## src/hdl/spi_axi_pkg.sv

```systemverilog
// SPI to AXI4-Lite bridge definitions
package spi_axi_pkg;

    // ------------------------------------------------------------------
    // Frame layout
    // ------------------------------------------------------------------

    // Command byte values
    localparam logic [7:0] CMD_WRITE = 8'h00;
    localparam logic [7:0] CMD_READ  = 8'h01;

    // Byte positions within one frame
    localparam int FRAME_BYTES      = 11;
    localparam int ADDR_LAST_BYTE   = 4;
    localparam int WDATA_LAST_BYTE  = 8;
    localparam int RDATA_FIRST_BYTE = 6;
    localparam int STATUS_BYTE      = 10;

    // Status byte, bits 1:0 hold the AXI response
    localparam int STATUS_TIMEOUT_BIT = 2;

    // Bus widths
    localparam int ADDR_W     = 32;
    localparam int DATA_W     = 32;
    localparam int BYTE_IDX_W = 4;

    // ------------------------------------------------------------------
    // Shared types
    // ------------------------------------------------------------------

    typedef logic [BYTE_IDX_W-1:0] byte_idx_t;

    // SCK edge strobes and select level, all in the axi_aclk domain
    typedef struct packed {
        logic sample;
        logic drive;
        logic selected;
    } spi_edges_t;

    // One access as decoded from the frame
    typedef struct packed {
        logic              is_write;
        logic [ADDR_W-1:0] addr;
        logic [DATA_W-1:0] wdata;
    } spi_req_t;

    // Outcome of the last AXI access
    typedef struct packed {
        logic              valid;
        logic [1:0]        resp;
        logic [DATA_W-1:0] rdata;
    } axi_result_t;

endpackage

```

## src/hdl/axi_lite_master.sv

```systemverilog
// AXI4-Lite single access master
`timescale 1ns/1ps

module axi_lite_master (
    input  logic                              axi_aclk,
    input  logic                              i_reset,
    input  logic                              i_abort_n,
    input  spi_axi_pkg::spi_req_t             i_req,
    input  logic                              i_req_valid,
    // Write address
    output logic [spi_axi_pkg::ADDR_W-1:0]    o_axi_awaddr,
    output logic                              o_axi_awvalid,
    input  logic                              i_axi_awready,
    // Write data
    output logic [spi_axi_pkg::DATA_W-1:0]    o_axi_wdata,
    output logic                              o_axi_wvalid,
    input  logic                              i_axi_wready,
    // Write response
    input  logic [1:0]                        i_axi_bresp,
    input  logic                              i_axi_bvalid,
    output logic                              o_axi_bready,
    // Read address
    output logic [spi_axi_pkg::ADDR_W-1:0]    o_axi_araddr,
    output logic                              o_axi_arvalid,
    input  logic                              i_axi_arready,
    // Read data
    input  logic [spi_axi_pkg::DATA_W-1:0]    i_axi_rdata,
    input  logic [1:0]                        i_axi_rresp,
    input  logic                              i_axi_rvalid,
    output logic                              o_axi_rready,
    // Captured response
    output spi_axi_pkg::axi_result_t          o_result
);
    import spi_axi_pkg::*;

    typedef enum logic [2:0] {
        ST_IDLE,
        ST_WRITE_ACK,
        ST_WRITE_RESP,
        ST_READ_ADDR,
        ST_READ_DATA
    } state_t;

    state_t            state;
    logic [ADDR_W-1:0] addr_q;
    logic [DATA_W-1:0] wdata_q;
    // Channel finished now or earlier
    logic              aw_done;
    logic              w_done;

    assign aw_done = !o_axi_awvalid || i_axi_awready;
    assign w_done  = !o_axi_wvalid || i_axi_wready;

    // Request payload, taken when the access starts
    always_ff @(posedge axi_aclk) begin
        if (i_req_valid && state == ST_IDLE) begin
            addr_q  <= i_req.addr;
            wdata_q <= i_req.wdata;
        end
    end

    // ------------------------------------------------------------------
    // Access FSM
    // ------------------------------------------------------------------

    always_ff @(posedge axi_aclk or posedge i_reset) begin
        if (i_reset) begin
            state         <= ST_IDLE;
            o_axi_awvalid <= 1'b0;
            o_axi_wvalid  <= 1'b0;
            o_axi_bready  <= 1'b0;
            o_axi_arvalid <= 1'b0;
            o_axi_rready  <= 1'b0;
            o_result      <= '0;
        end else if (!i_abort_n) begin
            // Select gone, drop whatever is pending
            state          <= ST_IDLE;
            o_axi_awvalid  <= 1'b0;
            o_axi_wvalid   <= 1'b0;
            o_axi_bready   <= 1'b0;
            o_axi_arvalid  <= 1'b0;
            o_axi_rready   <= 1'b0;
            o_result.valid <= 1'b0;
        end else begin
            case (state)
                ST_IDLE: begin
                    if (i_req_valid) begin
                        o_result.valid <= 1'b0;
                        if (i_req.is_write) begin
                            // AW and W together
                            o_axi_awvalid <= 1'b1;
                            o_axi_wvalid  <= 1'b1;
                            state         <= ST_WRITE_ACK;
                        end else begin
                            o_axi_arvalid <= 1'b1;
                            state         <= ST_READ_ADDR;
                        end
                    end
                end
                ST_WRITE_ACK: begin
                    if (i_axi_awready) begin
                        o_axi_awvalid <= 1'b0;
                    end
                    if (i_axi_wready) begin
                        o_axi_wvalid <= 1'b0;
                    end
                    // Both accepted, in any order
                    if (aw_done && w_done) begin
                        o_axi_bready <= 1'b1;
                        state        <= ST_WRITE_RESP;
                    end
                end
                ST_WRITE_RESP: begin
                    if (i_axi_bvalid) begin
                        o_axi_bready   <= 1'b0;
                        o_result.valid <= 1'b1;
                        o_result.resp  <= i_axi_bresp;
                        state          <= ST_IDLE;
                    end
                end
                ST_READ_ADDR: begin
                    if (i_axi_arready) begin
                        o_axi_arvalid <= 1'b0;
                        o_axi_rready  <= 1'b1;
                        state         <= ST_READ_DATA;
                    end
                end
                ST_READ_DATA: begin
                    if (i_axi_rvalid) begin
                        o_axi_rready   <= 1'b0;
                        o_result.valid <= 1'b1;
                        o_result.resp  <= i_axi_rresp;
                        o_result.rdata <= i_axi_rdata;
                        state          <= ST_IDLE;
                    end
                end
                default: begin
                    state <= ST_IDLE;
                end
            endcase
        end
    end

    // One address register serves both channels
    assign o_axi_awaddr = addr_q;
    assign o_axi_araddr = addr_q;
    assign o_axi_wdata  = wdata_q;

endmodule

```

## src/hdl/spi_axi_bridge.sv

```systemverilog
// SPI to AXI4-Lite bridge top level
`timescale 1ns/1ps

module spi_axi_bridge (
    input  logic                           axi_aclk,
    input  logic                           i_reset,
    // SPI slave pins
    input  logic                           i_spi_sck,
    input  logic                           i_spi_ss_n,
    input  logic                           i_spi_mosi,
    output logic                           o_spi_miso,
    // Write address
    output logic [spi_axi_pkg::ADDR_W-1:0] o_axi_awaddr,
    output logic                           o_axi_awvalid,
    input  logic                           i_axi_awready,
    // Write data
    output logic [spi_axi_pkg::DATA_W-1:0] o_axi_wdata,
    output logic                           o_axi_wvalid,
    input  logic                           i_axi_wready,
    // Write response
    input  logic [1:0]                     i_axi_bresp,
    input  logic                           i_axi_bvalid,
    output logic                           o_axi_bready,
    // Read address
    output logic [spi_axi_pkg::ADDR_W-1:0] o_axi_araddr,
    output logic                           o_axi_arvalid,
    input  logic                           i_axi_arready,
    // Read data
    input  logic [spi_axi_pkg::DATA_W-1:0] i_axi_rdata,
    input  logic [1:0]                     i_axi_rresp,
    input  logic                           i_axi_rvalid,
    output logic                           o_axi_rready
);
    import spi_axi_pkg::*;

    spi_edges_t  edges;
    spi_req_t    req;
    logic        req_valid;
    axi_result_t result;

    // ------------------------------------------------------------------
    // SPI side
    // ------------------------------------------------------------------

    spi_sck_sync u_sync (
        .axi_aclk   (axi_aclk),
        .i_reset    (i_reset),
        .i_spi_sck  (i_spi_sck),
        .i_spi_ss_n (i_spi_ss_n),
        .o_edges    (edges)
    );

    spi_frame_rx u_rx (
        .axi_aclk    (axi_aclk),
        .i_reset     (i_reset),
        .i_edges     (edges),
        .i_spi_mosi  (i_spi_mosi),
        .o_req       (req),
        .o_req_valid (req_valid)
    );

    spi_frame_tx u_tx (
        .axi_aclk   (axi_aclk),
        .i_reset    (i_reset),
        .i_edges    (edges),
        .i_is_write (req.is_write),
        .i_result   (result),
        .o_spi_miso (o_spi_miso)
    );

    // ------------------------------------------------------------------
    // AXI side, aborted when select drops
    // ------------------------------------------------------------------

    axi_lite_master u_axi (
        .axi_aclk      (axi_aclk),
        .i_reset       (i_reset),
        .i_abort_n     (edges.selected),
        .i_req         (req),
        .i_req_valid   (req_valid),
        .o_axi_awaddr  (o_axi_awaddr),
        .o_axi_awvalid (o_axi_awvalid),
        .i_axi_awready (i_axi_awready),
        .o_axi_wdata   (o_axi_wdata),
        .o_axi_wvalid  (o_axi_wvalid),
        .i_axi_wready  (i_axi_wready),
        .i_axi_bresp   (i_axi_bresp),
        .i_axi_bvalid  (i_axi_bvalid),
        .o_axi_bready  (o_axi_bready),
        .o_axi_araddr  (o_axi_araddr),
        .o_axi_arvalid (o_axi_arvalid),
        .i_axi_arready (i_axi_arready),
        .i_axi_rdata   (i_axi_rdata),
        .i_axi_rresp   (i_axi_rresp),
        .i_axi_rvalid  (i_axi_rvalid),
        .o_axi_rready  (o_axi_rready),
        .o_result      (result)
    );

endmodule

```

## src/hdl/spi_frame_rx.sv

```systemverilog
// SPI frame receiver
`timescale 1ns/1ps

module spi_frame_rx (
    input  logic                    axi_aclk,
    input  logic                    i_reset,
    input  spi_axi_pkg::spi_edges_t i_edges,
    input  logic                    i_spi_mosi,
    output spi_axi_pkg::spi_req_t   o_req,
    output logic                    o_req_valid
);
    import spi_axi_pkg::*;

    logic [2:0]        bit_cnt;
    byte_idx_t         byte_cnt;
    logic [7:0]        rx_shreg;
    logic [7:0]        cmd_q;
    logic [ADDR_W-1:0] addr_q;
    logic [DATA_W-1:0] wdata_q;

    // Byte as it stands after the current sample
    logic [7:0]        rx_byte;
    logic              byte_done;

    // MOSI taken straight, it is stable around the sample edge
    assign rx_byte   = {rx_shreg[6:0], i_spi_mosi};
    // Last bit of a byte, overrun bytes not counted
    assign byte_done = i_edges.sample && (bit_cnt == 3'd7) &&
                       (byte_cnt < byte_idx_t'(FRAME_BYTES));

    // ------------------------------------------------------------------
    // Bit and byte counters
    // ------------------------------------------------------------------

    always_ff @(posedge axi_aclk or posedge i_reset) begin
        if (i_reset) begin
            bit_cnt  <= '0;
            byte_cnt <= '0;
            rx_shreg <= '0;
        end else if (!i_edges.selected) begin
            // Frame boundary
            bit_cnt  <= '0;
            byte_cnt <= '0;
            rx_shreg <= '0;
        end else if (i_edges.sample) begin
            rx_shreg <= rx_byte;
            bit_cnt  <= bit_cnt + 3'd1;
            if (byte_done) begin
                byte_cnt <= byte_cnt + 1'b1;
            end
        end
    end

    // ------------------------------------------------------------------
    // Command decode and request strobe
    // ------------------------------------------------------------------

    always_ff @(posedge axi_aclk or posedge i_reset) begin
        if (i_reset) begin
            cmd_q       <= '0;
            o_req_valid <= 1'b0;
        end else begin
            o_req_valid <= 1'b0;
            if (byte_done) begin
                if (byte_cnt == '0) begin
                    cmd_q <= rx_byte;
                end
                // Write fires once the data is in
                if (cmd_q == CMD_WRITE && byte_cnt == WDATA_LAST_BYTE) begin
                    o_req_valid <= 1'b1;
                end
                // Read fires right after the address
                if (cmd_q == CMD_READ && byte_cnt == ADDR_LAST_BYTE) begin
                    o_req_valid <= 1'b1;
                end
            end
        end
    end

    // Address and data, MSB first
    always_ff @(posedge axi_aclk) begin
        if (byte_done && byte_cnt != '0) begin
            if (byte_cnt <= ADDR_LAST_BYTE) begin
                addr_q <= {addr_q[ADDR_W-9:0], rx_byte};
            end else if (cmd_q == CMD_WRITE && byte_cnt <= WDATA_LAST_BYTE) begin
                wdata_q <= {wdata_q[DATA_W-9:0], rx_byte};
            end
        end
    end

    assign o_req.is_write = (cmd_q == CMD_WRITE);
    assign o_req.addr     = addr_q;
    assign o_req.wdata    = wdata_q;

endmodule

```

## src/hdl/spi_frame_tx.sv

```systemverilog
// SPI frame transmitter
`timescale 1ns/1ps

module spi_frame_tx (
    input  logic                     axi_aclk,
    input  logic                     i_reset,
    input  spi_axi_pkg::spi_edges_t  i_edges,
    input  logic                     i_is_write,
    input  spi_axi_pkg::axi_result_t i_result,
    output logic                     o_spi_miso
);
    import spi_axi_pkg::*;

    logic [2:0] bit_cnt;
    byte_idx_t  byte_cnt;
    logic [7:0] tx_shreg;
    // Load one cycle after a byte ends
    logic       load_q;
    logic [7:0] tx_byte;
    logic [7:0] status;

    // ------------------------------------------------------------------
    // Next byte select
    // ------------------------------------------------------------------

    always_comb begin
        // Timeout if no response yet, upper bits zero
        status                     = '0;
        status[STATUS_TIMEOUT_BIT] = ~i_result.valid;
        status[1:0]                = i_result.resp;

        tx_byte = '0;
        if (byte_cnt == STATUS_BYTE) begin
            tx_byte = status;
        end else if (!i_is_write && byte_cnt >= RDATA_FIRST_BYTE &&
                     byte_cnt < STATUS_BYTE) begin
            // Read data, MSB first
            tx_byte = i_result.rdata[8*(STATUS_BYTE-1-int'(byte_cnt)) +: 8];
        end
    end

    // ------------------------------------------------------------------
    // Shift register and counters
    // ------------------------------------------------------------------

    always_ff @(posedge axi_aclk or posedge i_reset) begin
        if (i_reset) begin
            bit_cnt  <= '0;
            byte_cnt <= '0;
            tx_shreg <= '0;
            load_q   <= 1'b0;
        end else if (!i_edges.selected) begin
            // Byte 0 goes out as zero
            bit_cnt  <= '0;
            byte_cnt <= '0;
            tx_shreg <= '0;
            load_q   <= 1'b0;
        end else begin
            load_q <= 1'b0;
            if (load_q) begin
                tx_shreg <= tx_byte;
            end else if (i_edges.drive) begin
                tx_shreg <= {tx_shreg[6:0], 1'b0};
                bit_cnt  <= bit_cnt + 3'd1;
                // No loads past the status byte, overrun shifts zeros
                if (bit_cnt == 3'd7 && byte_cnt < byte_idx_t'(FRAME_BYTES - 1)) begin
                    byte_cnt <= byte_cnt + 1'b1;
                    load_q   <= 1'b1;
                end
            end
        end
    end

    assign o_spi_miso = tx_shreg[7];

endmodule

```

## src/hdl/spi_sck_sync.sv

```systemverilog
// SPI clock and select synchronizer
`timescale 1ns/1ps

module spi_sck_sync (
    input  logic                    axi_aclk,
    input  logic                    i_reset,
    input  logic                    i_spi_sck,
    input  logic                    i_spi_ss_n,
    output spi_axi_pkg::spi_edges_t o_edges
);

    // Two flops per pin, plus one for edge detection
    logic sck_meta;
    logic sck_sync;
    logic sck_dly;
    logic ss_n_meta;
    logic ss_n_sync;

    // Registered edge strobes
    logic sample_q;
    logic drive_q;

    always_ff @(posedge axi_aclk or posedge i_reset) begin
        if (i_reset) begin
            // Idle levels, SCK low and select inactive
            sck_meta  <= 1'b0;
            sck_sync  <= 1'b0;
            sck_dly   <= 1'b0;
            ss_n_meta <= 1'b1;
            ss_n_sync <= 1'b1;
            sample_q  <= 1'b0;
            drive_q   <= 1'b0;
        end else begin
            sck_meta  <= i_spi_sck;
            sck_sync  <= sck_meta;
            sck_dly   <= sck_sync;
            ss_n_meta <= i_spi_ss_n;
            ss_n_sync <= ss_n_meta;
            // Mode 0, sample on rising SCK
            sample_q  <= sck_sync & ~sck_dly & ~ss_n_sync;
            // Drive on falling SCK
            drive_q   <= ~sck_sync & sck_dly & ~ss_n_sync;
        end
    end

    assign o_edges.sample   = sample_q;
    assign o_edges.drive    = drive_q;
    assign o_edges.selected = ~ss_n_sync;

endmodule

```

## config.mk

```make
export PLATFORM = sky130hd
export DESIGN_NAME = spi_axi_bridge
export DESIGN_NICKNAME = d
export VERILOG_FILES = /design/src/hdl/spi_axi_pkg.sv /design/src/hdl/axi_lite_master.sv /design/src/hdl/spi_axi_bridge.sv /design/src/hdl/spi_frame_rx.sv /design/src/hdl/spi_frame_tx.sv /design/src/hdl/spi_sck_sync.sv
export SDC_FILE = /design/constraint.sdc
export NUM_CORES = 1
export LEC_CHECK = 0
export BUFFER_PORTS_ARGS = -buffer_cell sky130_fd_sc_hd__buf_2
export CAP_MARGIN = 20
export CORE_MARGIN = 3
export CORE_UTILIZATION = 29
export CTS_CLUSTER_SIZE = 8
export DETAILED_ROUTE_END_ITERATION = 10
export SYNTH_ARGS = -nofsm -noshare
export SYNTH_HDL_FRONTEND = slang
export SYNTH_SLANG_ARGS = --single-unit
```

## constraint.sdc

```tcl
create_clock -name axi_aclk -period 6.8 [get_ports axi_aclk]
set_clock_uncertainty 0.2 [all_clocks]
set_input_delay 1.36 -clock axi_aclk [delete_from_list [all_inputs] [get_ports axi_aclk]]
set_output_delay 1.36 -clock axi_aclk [all_outputs]
set_load 0.1 [all_outputs]
```

==> flow_summary.json <==
{
  "synthArstFlopShare": 0.410,
  "reg2reg_to": "u_axi.o_result[29]",
  "finish.instance_area_sq_mm": 0.0101,
  "synth_cells": 501,
  "crit_required_ps": 5240,
  "drtIter0Drc": 249,
  "synth_mux_area_frac": 0.103,
  "syn_to_final_growth_pct": 21.7,
  "startpoint_type": "flip-flop",
  "routabilityCongestion": 0.696,
  "hpwl_um": 9300,
  "layout.cells.non_filler": 1037,
  "outcome": "finished clean",
  "grt_pass1_wl_um": 23300,
  "hp-start": "u_sync.sck_meta",
  "syn_area_sq_mm": 0.00831,
  "numCtsBuffers": 31,
  "ctsHoldBuffers": 0,
  "cts_tree": "yes",
  "crit_family": "buffers and inverters",
  "syn_nets": 557,
  "crit_buf_inv": 1,
  "rsz0062_at_grt": "no",
  "hold_path_end": "u_sync.sck_sync",
  "die_w_um": 175,
  "power.total_uw": 2940,
  "fp.dieH_um": 175,
  "vias_per_cell": 4.19,
  "synth_top_family_by_area": "multiplexers",
  "post_cts_buffers": 0,
  "slowest_stage": "buf_2",
  "synth-edff-count": 128,
  "dr.pass1.iters": 4,
  "worstHoldPathType": "reg2reg",
  "drive_gt1_frac": 0.343,
  "r2r_slack_ps": 4360,
  "p_per_area_mw_per_mm2": 291,
  "grt_usage": 0.0921,
  "hold_path_depth": 0,
  "grt_pass1_vias": 4328,
  "maxCapViolCount": 0,
  "insertion_delay_ps": 540,
  "startpoint": "u_axi.o_axi_araddr[9]",
  "yosys.area.top_type": "edfxtp_1",
  "cts_buffer_depth": 3,
  "remaining_drc_errors": 0,
  "clock_sinks": 217,
  "synth_compound_area_frac": 0.0339,
  "finalSetupViolations": 0,
  "ant_nets": 0,
  "synth_ff_type": "edfxtp_1",
  "drt-total-wl_um": 14500,
  "via_count": 4341,
  "gr-total-overflow": 0,
  "power.leakage_uw": 0.00404,
  "start_util": 0.297,
  "cp-end-kind": "primary output",
  "grt_max_degree": 67,
  "synth-adder-area-share": 0.0151,
  "htree_levels": 1,
  "relSlewSlack": 0.394,
  "dp.cells": 980,
  "worst_slew_pin_slew_ps": 907,
  "num_antenna_cells": 0,
  "ir_drop_mv": 0.177,
  "clock.fmax_mhz": 344,
  "final_hold_viol_count": 0,
  "num-nets-final": 691,
  "tns_ps": 0,
  "crit_fanout": 2,
  "clkTransAtPathRegs_ps": 50,
  "grt_antenna_before_repair": 1,
  "synth_simple_gate_area_share": 0.0608,
  "fin_crit_ps": 2910,
  "fin_crit_sh": 0.428,
  "synth_top_area_share": 0.462,
  "ys_seq_elements": 217,
  "ctsResizeCount": 0,
  "routedWlPerCell_um": 14.0,
  "synth-xor-area-share": 0.00738,
  "slew_violations": 0,
  "critPathKind": "reg2out",
  "crit_arrival_ps": 1350,
  "avgSynthCellArea_sq_um": 16.6,
  "ys_types": 60,
  "fin_hold_ws_ps": 146,
  "synth_warnings": 0,
  "fp-row-count": 61,
  "ctsRootBufferMaster": "clkbuf_16",
  "ys_seq_area_frac": 0.731,
  "cp_cell_sequence": "buf_2",
  "place_area_sq_mm": 0.00921,
  "io_buffers": 147,
  "r2r_start": "u_axi.state[1]",
  "dieArea_sq_mm": 0.0307,
  "pin_count": 148,
  "r2r_cells": 4,
  "fp.coreArea_sq_mm": 0.0280,
  "crit_path_max_incr_delay_ps": 440,
  "synthTopCellsByArea": "edfxtp_1 (46%), dfrtp_1 (26%), mux2_1 (4.1%)"
}
synthesized netlist by cell type (all sizes together) (2+ instances only):
| master | n |
|---|---|
| nand3b | 2 |
| xor2 | 2 |
| mux2 | 43 |
| nand3 | 6 |
| mux2i | 19 |
| nor2b | 4 |
| dfstp | 2 |
| nand2b | 2 |
| nor2 | 34 |
| edfxtp | 128 |
| o22ai | 5 |
| and2b | 2 |
| mux4 | 8 |
| nor3 | 4 |
| buf | 50 |
| ha | 10 |
| and3 | 2 |
| nand4 | 3 |
| nor3b | 3 |
| nand2 | 21 |
| o21ai | 13 |
| inv | 12 |
| xnor2 | 5 |
| nor4 | 3 |
| a22oi | 2 |
| a221oi | 3 |
| nor4b | 2 |
| o21a | 2 |
| dfrtp | 87 |
| a21oi | 8 |
routing by layer:
layer,GRT usage,up-vias,routed length [um]
li1,-,2088,-
met1,0.126,2069,6640
met2,0.145,158,6420
met3,0.0272,24,1090
met4,0.0236,2,306
met5,0,-,13
kinds of logic (layout without fill, tap and decap cells):
logic type | after synthesis | after routing
AO/OA/AOI/OAI | 42 | 42
XOR/XNOR | 7 | 7
adder cells (fa/ha/maj) | 10 | 10
buffers and inverters | 62 | 220
flip-flops | 217 | 217
multiplexers | 70 | 70
AND/OR/NAND/NOR | 93 | 93
power breakdown:
group          leakage [uW]  internal [uW]  switching (uW)  total (uW)
logic               0.00128           45.3            44.0        89.3
clock network      0.000436            870             529        1400
registers           0.00232           1420            30.4        1450
final cells by class:
class / count / area [sq um]
clock inverter: 2 / 25.0
fill: 2672 / 17900
tap: 378 / 473
inverter: 12 / 46.3
multi-input combinational: 222 / 1850
sequential: 217 / 6070
timing repair buffer: 151 / 766
clock buffer: 55 / 886
registers in the layout, summed over array words and instances, names as in the netlist, 3 cells and up:
| name | cells |
|---|---|
| u_axi.o_axi_wdata | 32 |
| u_rx.bit_cnt | 3 |
| u_rx.wdata_q | 32 |
| u_tx.byte_cnt | 4 |
| u_rx.cmd_q | 8 |
| u_tx.bit_cnt | 3 |
| u_axi.o_axi_araddr | 32 |
| u_axi.o_result | 35 |
| u_rx.byte_cnt | 4 |
| u_axi.state | 3 |
| u_tx.tx_shreg | 8 |
| u_rx.rx_shreg | 7 |
| u_rx.addr_q | 32 |
through the flow:
stage	setup WS (ps)	utilization
6_report	3890	0.361
5_1_grt	3830	0.361
3_3_place_gp	3640	0.329
4_1_cts	3850	0.361
2_1_floorplan	2150	-
3_5_place_dp	3630	0.329
how the worst max path moves through the flow:
stage,endpoint,slack (ps),cells after the start
finish,o_axi_awaddr[9],3890,1
global route,o_axi_awaddr[5],3830,1
CTS,o_axi_araddr[12],3850,1
detailed placement,u_axi.o_result[29],3630,4
global placement,u_axi.o_result[29],3640,4
floorplan,u_rx.addr_q[0],2150,4
cells in the final DEF, fill, tap and decap left out, types with 3 or more instances in the layout:
master | netlist | layout
buf_4 | 34 | 4
nand3_1 | 5 | 5
nand2_1 | 21 | 21
o21ai_0 | 6 | 6
edfxtp_1 | 128 | 128
nor2b_1 | 3 | 3
clkbuf_1 | 0 | 22
inv_1 | 12 | 11
o21ai_1 | 5 | 5
clkbuf_16 | 0 | 31
a21oi_1 | 8 | 8
buf_2 | 8 | 147
nor2_1 | 32 | 32
mux2_2 | 12 | 12
o22ai_1 | 5 | 5
mux2_1 | 30 | 30
mux4_2 | 8 | 8
a221oi_1 | 3 | 3
dfrtp_1 | 87 | 87
nand4_1 | 3 | 3
mux2i_1 | 19 | 19
ha_1 | 10 | 10
xnor2_1 | 5 | 5
Power figures use the tool's default switching activity.
